==> src/isa_pkg.sv <==
package isa_pkg;

    localparam int INSTR_W = 18;

    // Field positions inside one instruction word
    localparam int OPCODE_MSB = 17;
    localparam int OPCODE_LSB = 14;
    localparam int R1_LSB = 10;
    localparam int R2_LSB = 6;
    localparam int R3_LSB = 2;
    localparam int IMM_W = 6;         // Immediate sits in bits 5:0
    localparam int JUMP_TGT_LSB = 4;  // Jump target sits in bits 13:4

    typedef enum logic [OPCODE_MSB-OPCODE_LSB:0] {
        OP_ADD     = 4'b0000,
        OP_ADDI    = 4'b0001,
        OP_NOR     = 4'b0010,
        OP_CMP     = 4'b0011,
        OP_AND     = 4'b0100,
        OP_ANDI    = 4'b0101,
        OP_NAND    = 4'b0110,
        OP_ILLEGAL = 4'b0111,  // No effect
        OP_LD      = 4'b1000,
        OP_ST      = 4'b1001,
        OP_JE      = 4'b1010,  // Zero and not carry
        OP_JA      = 4'b1011,  // Neither flag
        OP_JB      = 4'b1100,  // Carry and not zero
        OP_JAE     = 4'b1101,  // Not carry
        OP_JBE     = 4'b1110,  // Carry or zero
        OP_JUMP    = 4'b1111   // Unconditional
    } opcode_e;

endpackage

==> src/core_pkg.sv <==
package core_pkg;

    localparam int WORD_W = 18;
    localparam int ADDR_W = 10;      // PC and data memory address
    localparam int REG_ADDR_W = 4;
    localparam int NUM_REGS = 16;

    typedef enum logic [3:0] {
        S_INIT   = 4'd0,
        S_FETCH  = 4'd1,
        S_DECODE = 4'd2,
        S_ALU    = 4'd3,
        S_CMP    = 4'd4,
        S_LD     = 4'd5,
        S_ST     = 4'd6,
        S_JUMP   = 4'd7,
        S_WRITE  = 4'd8
    } state_e;

    typedef enum logic [1:0] {
        ALU_ADD  = 2'b00,
        ALU_NOR  = 2'b01,
        ALU_AND  = 2'b10,
        ALU_NAND = 2'b11
    } alu_op_e;

endpackage

==> src/ctrl_if.sv <==
`timescale 1ns/10ps

interface ctrl_if;
    import core_pkg::*;

    alu_op_e alu_op;
    logic    use_imm;      // Second operand is the immediate
    logic    reg_we;
    logic    flag_we;
    logic    wb_from_mem;  // Write back load data instead of ALU result
    logic    zero_flag;
    logic    carry_flag;

    modport control (
        output alu_op,
        output use_imm,
        output reg_we,
        output flag_we,
        output wb_from_mem,
        input  zero_flag,
        input  carry_flag
    );

    modport datapath (
        input  alu_op,
        input  use_imm,
        input  flag_we,
        input  wb_from_mem,
        output zero_flag,
        output carry_flag
    );

endinterface

==> src/fetch_unit.sv <==
`timescale 1ns/10ps

module fetch_unit (
    input  logic                        clk,
    input  logic                        reset,
    input  logic                        ir_load,
    input  logic                        pc_load,
    input  logic [isa_pkg::INSTR_W-1:0] instr_data,
    output logic [core_pkg::ADDR_W-1:0] pc,
    output logic [isa_pkg::INSTR_W-1:0] ir
);
    import core_pkg::*;
    import isa_pkg::*;

    always_ff @(posedge clk or posedge reset) begin
        if (reset) begin
            pc <= '0;
        end else if (pc_load) begin
            pc <= ir[JUMP_TGT_LSB +: ADDR_W];  // Jump target field
        end else if (ir_load) begin
            pc <= pc + 1'b1;  // Wraps at 1024
        end
    end

    // Holds the instruction for the rest of its cycles
    always_ff @(posedge clk or posedge reset) begin
        if (reset) begin
            ir <= '0;
        end else if (ir_load) begin
            ir <= instr_data;
        end
    end

endmodule

==> src/control_fsm.sv <==
`timescale 1ns/10ps

module control_fsm (
    input  logic             clk,
    input  logic             reset,
    input  isa_pkg::opcode_e opcode,
    output logic             ir_load,
    output logic             pc_load,
    output logic             mem_we,
    output logic             mem_re,
    ctrl_if.control          ctrl
);
    import core_pkg::*;
    import isa_pkg::*;

    state_e state;
    state_e next_state;
    logic   is_alu;
    logic   jump_taken;

    always_ff @(posedge clk or posedge reset) begin
        if (reset) begin
            state <= S_INIT;
        end else begin
            state <= next_state;
        end
    end

    always_comb begin
        next_state = state;
        case (state)
            S_INIT:   next_state = S_FETCH;
            S_FETCH:  next_state = S_DECODE;
            S_DECODE: begin
                case (opcode)
                    OP_ADD, OP_ADDI, OP_NOR, OP_AND, OP_ANDI, OP_NAND: begin
                        next_state = S_ALU;
                    end
                    OP_CMP:  next_state = S_CMP;
                    OP_LD:   next_state = S_LD;
                    OP_ST:   next_state = S_ST;
                    OP_JE, OP_JA, OP_JB, OP_JAE, OP_JBE, OP_JUMP: begin
                        next_state = S_JUMP;
                    end
                    default: next_state = S_WRITE;  // Illegal opcode does nothing
                endcase
            end
            S_ALU, S_CMP, S_LD, S_ST, S_JUMP: begin
                next_state = S_WRITE;
            end
            default:  next_state = S_INIT;  // WRITE ends the instruction
        endcase
    end

    // Opcode decode
    always_comb begin
        is_alu = 1'b0;
        ctrl.alu_op = ALU_ADD;
        case (opcode)
            OP_ADD, OP_ADDI: begin
                is_alu = 1'b1;
                ctrl.alu_op = ALU_ADD;
            end
            OP_NOR: begin
                is_alu = 1'b1;
                ctrl.alu_op = ALU_NOR;
            end
            OP_AND, OP_ANDI: begin
                is_alu = 1'b1;
                ctrl.alu_op = ALU_AND;
            end
            OP_NAND: begin
                is_alu = 1'b1;
                ctrl.alu_op = ALU_NAND;
            end
            default: begin
                is_alu = 1'b0;
                ctrl.alu_op = ALU_ADD;
            end
        endcase
    end

    assign ctrl.use_imm     = (opcode == OP_ADDI) || (opcode == OP_ANDI);
    assign ctrl.wb_from_mem = (opcode == OP_LD);

    always_comb begin
        case (opcode)
            OP_JE:   jump_taken = ctrl.zero_flag && !ctrl.carry_flag;
            OP_JA:   jump_taken = !ctrl.zero_flag && !ctrl.carry_flag;
            OP_JB:   jump_taken = ctrl.carry_flag && !ctrl.zero_flag;
            OP_JAE:  jump_taken = !ctrl.carry_flag;
            OP_JBE:  jump_taken = ctrl.carry_flag || ctrl.zero_flag;
            OP_JUMP: jump_taken = 1'b1;
            default: jump_taken = 1'b0;
        endcase
    end

    // One-cycle strobes per state
    assign ir_load      = (state == S_FETCH);
    assign mem_re       = (state == S_LD);
    assign mem_we       = (state == S_ST);
    assign pc_load      = (state == S_JUMP) && jump_taken;
    assign ctrl.reg_we  = (state == S_WRITE) && (is_alu || opcode == OP_LD);
    assign ctrl.flag_we = (state == S_WRITE) && (opcode == OP_CMP);

endmodule

==> src/register_file.sv <==
`timescale 1ns/10ps

module register_file (
    input  logic                            clk,
    input  logic                            reset,
    input  logic                            we,
    input  logic [core_pkg::REG_ADDR_W-1:0] waddr,
    input  logic [core_pkg::WORD_W-1:0]     wdata,
    input  logic [core_pkg::REG_ADDR_W-1:0] raddr_a,
    input  logic [core_pkg::REG_ADDR_W-1:0] raddr_b,
    input  logic [core_pkg::REG_ADDR_W-1:0] raddr_c,
    output logic [core_pkg::WORD_W-1:0]     rdata_a,
    output logic [core_pkg::WORD_W-1:0]     rdata_b,
    output logic [core_pkg::WORD_W-1:0]     rdata_c
);
    import core_pkg::*;

    logic [WORD_W-1:0] regs [NUM_REGS];

    always_ff @(posedge clk or posedge reset) begin
        if (reset) begin
            for (int i = 0; i < NUM_REGS; i++) begin
                regs[i] <= '0;
            end
        end else if (we) begin
            regs[waddr] <= wdata;
        end
    end

    // Combinational read ports
    assign rdata_a = regs[raddr_a];  // R1
    assign rdata_b = regs[raddr_b];  // R2
    assign rdata_c = regs[raddr_c];  // R3

endmodule

==> src/execute_unit.sv <==
`timescale 1ns/10ps

module execute_unit (
    input  logic                        clk,
    input  logic                        reset,
    input  logic [core_pkg::WORD_W-1:0] r1_data,
    input  logic [core_pkg::WORD_W-1:0] r2_data,
    input  logic [core_pkg::WORD_W-1:0] r3_data,
    input  logic [isa_pkg::IMM_W-1:0]   imm,
    input  logic [core_pkg::WORD_W-1:0] mem_rdata,
    output logic [core_pkg::WORD_W-1:0] wb_data,
    ctrl_if.datapath                    ctrl
);
    import core_pkg::*;
    import isa_pkg::*;

    logic [WORD_W-1:0] operand_b;
    logic [WORD_W-1:0] alu_result;
    logic              cmp_equal;
    logic              cmp_below;
    logic              zero_q;
    logic              carry_q;

    // Immediate is zero-extended
    assign operand_b = ctrl.use_imm ? {{(WORD_W-IMM_W){1'b0}}, imm} : r3_data;

    always_comb begin
        case (ctrl.alu_op)
            ALU_ADD:  alu_result = r2_data + operand_b;  // Carry out dropped
            ALU_NOR:  alu_result = ~(r2_data | operand_b);
            ALU_AND:  alu_result = r2_data & operand_b;
            ALU_NAND: alu_result = ~(r2_data & operand_b);
            default:  alu_result = r2_data + operand_b;
        endcase
    end

    // Unsigned compare of R1 against R2
    assign cmp_equal = (r1_data == r2_data);
    assign cmp_below = (r1_data < r2_data);

    always_ff @(posedge clk or posedge reset) begin
        if (reset) begin
            zero_q  <= 1'b0;
            carry_q <= 1'b0;
        end else if (ctrl.flag_we) begin
            zero_q  <= cmp_equal;
            carry_q <= cmp_below;
        end
    end

    assign ctrl.zero_flag  = zero_q;
    assign ctrl.carry_flag = carry_q;

    assign wb_data = ctrl.wb_from_mem ? mem_rdata : alu_result;

endmodule

==> src/cpu_top.sv <==
`timescale 1ns/10ps

module cpu_top (
    input  logic                        clk,
    input  logic                        reset,
    output logic [core_pkg::ADDR_W-1:0] instr_addr,
    input  logic [isa_pkg::INSTR_W-1:0] instr_data,
    output logic [core_pkg::ADDR_W-1:0] mem_addr,
    output logic [core_pkg::WORD_W-1:0] mem_wdata,
    output logic                        mem_we,
    output logic                        mem_re,
    input  logic [core_pkg::WORD_W-1:0] mem_rdata
);
    import core_pkg::*;
    import isa_pkg::*;

    logic [INSTR_W-1:0]    ir;
    logic                  ir_load;
    logic                  pc_load;
    opcode_e               opcode;
    logic [REG_ADDR_W-1:0] r1_addr;
    logic [REG_ADDR_W-1:0] r2_addr;
    logic [REG_ADDR_W-1:0] r3_addr;
    logic [IMM_W-1:0]      imm;
    logic [WORD_W-1:0]     r1_data;
    logic [WORD_W-1:0]     r2_data;
    logic [WORD_W-1:0]     r3_data;
    logic [WORD_W-1:0]     wb_data;

    ctrl_if ctrl ();

    // Instruction fields
    assign opcode   = opcode_e'(ir[OPCODE_MSB:OPCODE_LSB]);
    assign r1_addr  = ir[R1_LSB +: REG_ADDR_W];
    assign r2_addr  = ir[R2_LSB +: REG_ADDR_W];
    assign r3_addr  = ir[R3_LSB +: REG_ADDR_W];
    assign imm      = ir[IMM_W-1:0];
    assign mem_addr = ir[ADDR_W-1:0];

    assign mem_wdata = r1_data;  // ST source is R1

    fetch_unit i_fetch_unit (
        .clk        (clk),
        .reset      (reset),
        .ir_load    (ir_load),
        .pc_load    (pc_load),
        .instr_data (instr_data),
        .pc         (instr_addr),
        .ir         (ir)
    );

    control_fsm i_control_fsm (
        .clk     (clk),
        .reset   (reset),
        .opcode  (opcode),
        .ir_load (ir_load),
        .pc_load (pc_load),
        .mem_we  (mem_we),
        .mem_re  (mem_re),
        .ctrl    (ctrl.control)
    );

    register_file i_register_file (
        .clk     (clk),
        .reset   (reset),
        .we      (ctrl.reg_we),
        .waddr   (r1_addr),
        .wdata   (wb_data),
        .raddr_a (r1_addr),
        .raddr_b (r2_addr),
        .raddr_c (r3_addr),
        .rdata_a (r1_data),
        .rdata_b (r2_data),
        .rdata_c (r3_data)
    );

    execute_unit i_execute_unit (
        .clk       (clk),
        .reset     (reset),
        .r1_data   (r1_data),
        .r2_data   (r2_data),
        .r3_data   (r3_data),
        .imm       (imm),
        .mem_rdata (mem_rdata),
        .wb_data   (wb_data),
        .ctrl      (ctrl.datapath)
    );

endmodule

==> config.mk <==
export PLATFORM = sky130hd
export DESIGN_NAME = cpu_top
export DESIGN_NICKNAME = d
export VERILOG_FILES = /design/src/isa_pkg.sv /design/src/core_pkg.sv /design/src/ctrl_if.sv /design/src/fetch_unit.sv /design/src/control_fsm.sv /design/src/register_file.sv /design/src/execute_unit.sv /design/src/cpu_top.sv
export SDC_FILE = /design/constraint.sdc
export NUM_CORES = 1
export LEC_CHECK = 0
export BUFFER_PORTS_ARGS = -buffer_cell sky130_fd_sc_hd__clkbuf_2
export CORE_MARGIN = 2
export CORE_UTILIZATION = 55
export DETAILED_ROUTE_END_ITERATION = 10
export PLACE_DENSITY = 0.83
export SLEW_MARGIN = 20
export SYNTH_ARGS = -nofsm -noshare
export SYNTH_HDL_FRONTEND = slang
export SYNTH_SLANG_ARGS = --single-unit
==> constraint.sdc <==
create_clock -name clk -period 17.1 [get_ports clk]
set_input_delay 2.565 -clock clk [delete_from_list [all_inputs] [get_ports clk]]
set_output_delay 2.565 -clock clk [all_outputs]
set_load 0.1 [all_outputs]
==> Yosys cells after proc, flatten, opt, wreduce, memory -nomap -nowiden <==
Memory sizes are Yosys's and may differ from the RTL's.
Cells that the tools add are included.
{ "word_totals": {"register_bits": 322, "latchBits": 0, "ramBits": 0, "mem_bits_ro": 64, "in_bits": 38, "output_inout_bits": 40, "wordCells": 101, "n_memories": 1} }
{ "classes": {"add_sub_neg": 2, "multipliers": 0, "n_div": 0, "n_lt_le_gt_ge": 5, "eq_ne": 25, "shifts": 0, "mux": 21, "bitwise": 7, "reduce_logical": 19} }
{ "memory_table": {"columns": ["name", "words", "word_bits", "read_ports", "rd_clocked_by_memory_dff", "wr", "line_no", "text"], "rows": [
  ["(no name shown)", 16, 4, 1, 0, 0, "control_fsm.sv:35", "case (opcode)"]
]} }
{ "op_table": {"columns": ["operator", "count"], "rows": [
  ["$bwmux 288", 1],
  ["$bmux 18 s4", 3],
  ["$mux 18", 9],
  ["$demux 18 s4", 1],
  ["$pmux 18 s4", 1],
  ["$not 18->18", 2],
  ["$eq 4x4->1 const B", 8],
  ["$eq 4x3->1 const B", 7],
  ["$mux 10", 2],
  ["$add 18x18->18", 1],
  ["$and 18x18->18", 1],
  ["$eq 18x18->1", 1],
  ["$lt 18x18->1", 1],
  ["$or 18x18->18", 1],
  ["$eq 4x2->1 const B", 4],
  ["$pmux 4 s4", 1],
  ["$ge 5x5->1 const B", 3],
  ["$not 4->5", 3],
  ["$add 10x1->10 const B", 1],
  ["$eq 4x1->1 const B", 2],
  ["$logic_not 4->1", 2],
  ["$logic_and 1x1->1", 7],
  ["$pmux 1 s6", 1],
  ["$pmux 2 s3", 1],
  ["other kinds (11)", 15]
]} }

==> Logic depth before layout (Yosys ltp) <==
{ "depth": {"word_depth": 10, "depth_mapped": 16, "mapped_depth_nobuf": 13} }

==> By module <==
From an unflattened synthesis, not the netlist that was laid out.
{ "hier_totals": {"cells_unflattened": 1599, "area_unflattened_um2": 21199.1} }
{ "modules_own_cells": {"columns": ["mod", "n_inst", "cells_per_inst", "area_each_um2", "seq_area_each_um2"], "rows": [
  ["register_file", 1, 1100, 17061.4, 7206.9],
  ["execute_unit", 1, 353, 2523.7, 50.0],
  ["fetch_unit", 1, 103, 1241.2, 700.7],
  ["control_fsm", 1, 43, 372.9, 100.1]
]} }

==> Worst setup path after synthesis <==
OpenSTA, ideal clock, no wires.
{ "synth_timing": {"kind": "reg-to-output", "from": "register i_fetch_unit.ir[10] (netlist name)", "to": "output mem_wdata[10] (netlist name)", "arrival_time_ns": 2.291, "required_time_ns": 14.535, "slack_ns": 12.244, "stages_incl_launch_ff": 5, "n_path_buf": 2, "path_cell_list": "dfrtp_1 buf_1 buf_2 mux4_2 mux4_2"} }
{ "synth_between": {"elab_chain_len": 4} }
{ "synth_lines": {"columns": ["item", "line_no", "text"], "rows": [
  ["start, declared", "fetch_unit.sv:10", "output logic [isa_pkg::INSTR_W-1:0] ir"],
  ["start signal, assigned", "fetch_unit.sv:30", "ir <= instr_data;"],
  ["$not 4->5 (implied by the code)", "register_file.sv:31", "assign rdata_a = regs[raddr_a];"],
  ["$bmux 18 s4", "register_file.sv:31", null],
  ["$mux 18 (implied by the code) (2 in a row)", "register_file.sv:31", null],
  ["end, declared", "cpu_top.sv:9", "output logic [core_pkg::WORD_W-1:0] mem_wdata,"]
]} }
No other way between the ends. The select of a mux whose other input is x is not followed.

==> Worst setup path in the final report <==
{ "layout_timing": {"from": "register i_fetch_unit.ir[10] (netlist name)", "to": "output mem_wdata[6] (netlist name)"} }
Same word-level chain as after synthesis.

==> flow_metrics.env <==
export IMPL_outcome="finished, final reports clean"
export IMPL_globalplace_congestion=0.970
export IMPL_cts_max_path_buffers=3
export IMPL_cap_violations=0
export IMPL_dr_pass1_iters=6
export IMPL_relSlewSlack=0.222
export IMPL_finalHoldViolCount=0
export IMPL_cts_root_buf="clkbuf_16"
export IMPL_maxSlewViolCount=0
export IMPL_clock_tree_htree_level_count=2
export IMPL_setup_violations=0
export IMPL_r2r_start="i_fetch_unit.ir[2]$_DFFE_PP0P_"
export IMPL_vias=17500
export IMPL_crit_arrival_ns=3.90
export IMPL_grt_ovfl_total=0
export IMPL_dieArea_um2=41300
export IMPL_cts_hold_buf=0
export IMPL_synth_largest_area_cell="dfrtp_1"
export IMPL_antenna_found_initial=0
export IMPL_grt_max_degree=188
export IMPL_yosys_top_cells_area="dfrtp_1 37%, mux4_2 26%, mux2_2 6.5%, nand2_1 4.1%, ha_1 3.2%"
export IMPL_crit_end="mem_wdata[6]"
export IMPL_fin_skew_ns=0.0262
export IMPL_setup_worst_path_class="reg2out"
export IMPL_rows=72
export IMPL_crit_path_max_incr_delay_ns=0.91
export IMPL_wire_per_inst_um=27.7
export IMPL_end_kind="primary output"
export IMPL_nets=1935
export IMPL_r2r_cells=13
export IMPL_rr_endpoint="i_register_file.regs[85]$_DFFE_PP0P_"
export IMPL_drtIter0Drc=2143
export IMPL_cts_setup_buffers=0
export IMPL_synth_edf_count=0
export IMPL_fin_util=0.607
export IMPL_instances_no_fill=2387
export IMPL_antenna_left=0
export IMPL_dp_cells=2320
export IMPL_crit_path_frequent_cell="mux4_2"
export IMPL_startpoint_type="register"
export IMPL_fill_cells=2857
export IMPL_cts_resized=0
export IMPL_diodes=0
export IMPL_synthToLayoutAreaGrowth_pct=8.29
export IMPL_drive_above_1_share=0.333
export IMPL_ys_warn_count=0
export IMPL_cts_sinks=322
export IMPL_setup_tns_ns=0
export IMPL_cp_num_buf_inv=2
export IMPL_start_util=0.560
export IMPL_drc=0
export IMPL_ys_types=80
export IMPL_synth_nets=1957
export IMPL_cts_buffers=36
export IMPL_worst_ep_required_time_ns=14.53
export IMPL_grt_pass1_wl_um=102000
export IMPL_clk_latency_ns=0.55
export IMPL_timing_hold_ws_ns=0.530
export IMPL_fin_crit_ns=6.47
export IMPL_rsz0062_at_grt="false"
export IMPL_fin_crit_sh=0.378
export IMPL_regToRegSetupSlack_ns=11.13
export IMPL_syn_cell_area_um2=21800
export IMPL_synth_flop_cell="dfrtp_1"
export IMPL_core_area_um2=38900
export IMPL_cp_num_cells=4
export IMPL_port_buffers=77
export IMPL_tightest_slew_ns=1.17
export IMPL_dp_hpwl_um=42600
export IMPL_yosysTopAreaCellShare=0.369
export IMPL_ff_latch_area_um2=8080
export IMPL_first_global_vias=17600
export IMPL_hold_path_class="reg2reg"
export IMPL_multi_input_area_um2=12800
export IMPL_io_pins=78
export IMPL_ys_ff_latch=322
export IMPL_clock_fmax_mhz=155
export IMPL_routed_wl_um=66100
export IMPL_die_h_um=203
export IMPL_synth_avg_cell_area_um2=11.7
export IMPL_cts_reportedPaths_clkPinSlew_ns=0.06
export IMPL_crit_start="i_fetch_unit.ir[10]$_DFFE_PP0P_"
export IMPL_gr_usage_all_layers=0.325
export IMPL_die_width_um=203
export IMPL_yosysSeqAreaShare=0.369
export IMPL_crit_chain="buf_4, mux4_2, mux4_2, clkbuf_2"
export IMPL_cts_tree="yes"
export IMPL_cp_top_family="buffers and inverters"
export IMPL_syn_instance_count=1863
export IMPL_ys_async_sr_fraction=1.00
export IMPL_crit_slowest_cell="buf_4"
export IMPL_viasPerCell=7.34
export IMPL_path_max_fanout=52
[cell families after synthesis]
group	synth area share
AOI/OAI and AO/OA	0.110
buffers and inverters	0.0454
xor gates and xnor gates	0.00281
DFF	0.369
and+or+nand+nor	0.102
adders and majority gates	0.0325
muxes	0.338
[layout make-up]
type,count,share of cell area
well taps,518,0.0274
inverters,49,0.00811
repair buffers,109,0.0271
flip-flops and latches,322,0.342
clock inverters,15,0.00731
multi-input cells,1323,0.543
clock buffers,51,0.0444
[registers in the layout (all words and copies together), names as in the netlist]
register and count:
i_register_file.regs 288, i_fetch_unit.ir 18, i_fetch_unit.pc 10, i_control_fsm.state 4, i_execute_unit.ctrl.carry_flag 1, i_execute_unit.ctrl.zero_flag 1
[worst min-delay path, delay by kind of cell (launching register included)]
family / cells / cell delay, ns
simple gates: 1 / 0.06
flops: 1 / 0.38
compound gates: 1 / 0.06
[cell usage after synthesis, types with 6 or more instances]
master    number
nor2b_1       13
dfrtp_1      322
o21ai_1        7
inv_1         47
buf_1         10
o21ai_0      131
o31ai_1       50
ha_1          55
nor4_1         8
a31oi_1       38
or3_1          7
or2_2         13
nand2b_1      17
a211oi_1       8
nor2_1        95
nor4_2        10
a21oi_1       83
mux2_2       126
a21o_1        13
mux2i_1       20
nand4_1       16
mux4_2       255
clkbuf_1      78
nand3_1        8
xor2_1         6
buf_4         16
nand2_1      238
nor3_1        10
buf_2         59
o211ai_1       8
[cell usage in the layout, fill, tap and decap left out, types with 50 or more instances in the layout]
cell      instances
clkbuf_2         77
mux2_2          126
mux4_2          255
a21oi_1          78
nor2_1           90
nand2_1         238
o21ai_0         131
dfrtp_1         312
o31ai_1          50
ha_1             55
[routing by layer]
layer,share of wire,vias up,track usage
li1,-,7075,-
met1,0.35,8685,0.416
met2,0.45,1398,0.481
met3,0.13,367,0.0952
met4,0.075,0,0.221
met5,0,-,0
[metrics by stage]
stage / area, um2 / setup WS, ns
finish: 23600 / 10.63
global route: 23600 / 10.41
CTS: 23600 / 10.59
detailed placement: 22300 / 11.13
global placement: 22300 / 11.18
floorplan: 21800 / 5.62
[worst min path at each step]
| stage | cells past startpoint | start | end | slack [ns] |
|---|---|---|---|---|
| 2_1_floorplan | 2 | i_fetch_unit.ir[0]$_DFFE_PP0P_ | i_fetch_unit.ir[0]$_DFFE_PP0P_ | 0.47 |
| 3_3_place_gp | 2 | i_register_file.regs[91]$_DFFE_PP0P_ | i_register_file.regs[91]$_DFFE_PP0P_ | 0.50 |
| 3_5_place_dp | 2 | i_register_file.regs[116]$_DFFE_PP0P_ | i_register_file.regs[116]$_DFFE_PP0P_ | 0.51 |
| 4_1_cts | 2 | i_register_file.regs[116]$_DFFE_PP0P_ | i_register_file.regs[116]$_DFFE_PP0P_ | 0.53 |
| 5_1_grt | 2 | i_register_file.regs[54]$_DFFE_PP0P_ | i_register_file.regs[54]$_DFFE_PP0P_ | 0.55 |
| 6_report | 2 | i_register_file.regs[242]$_DFFE_PP0P_ | i_register_file.regs[242]$_DFFE_PP0P_ | 0.53 |
Power is left out: the tool's default activity adds up to more than one toggle a clock period on the data nets, which glitch-free logic cannot reach.
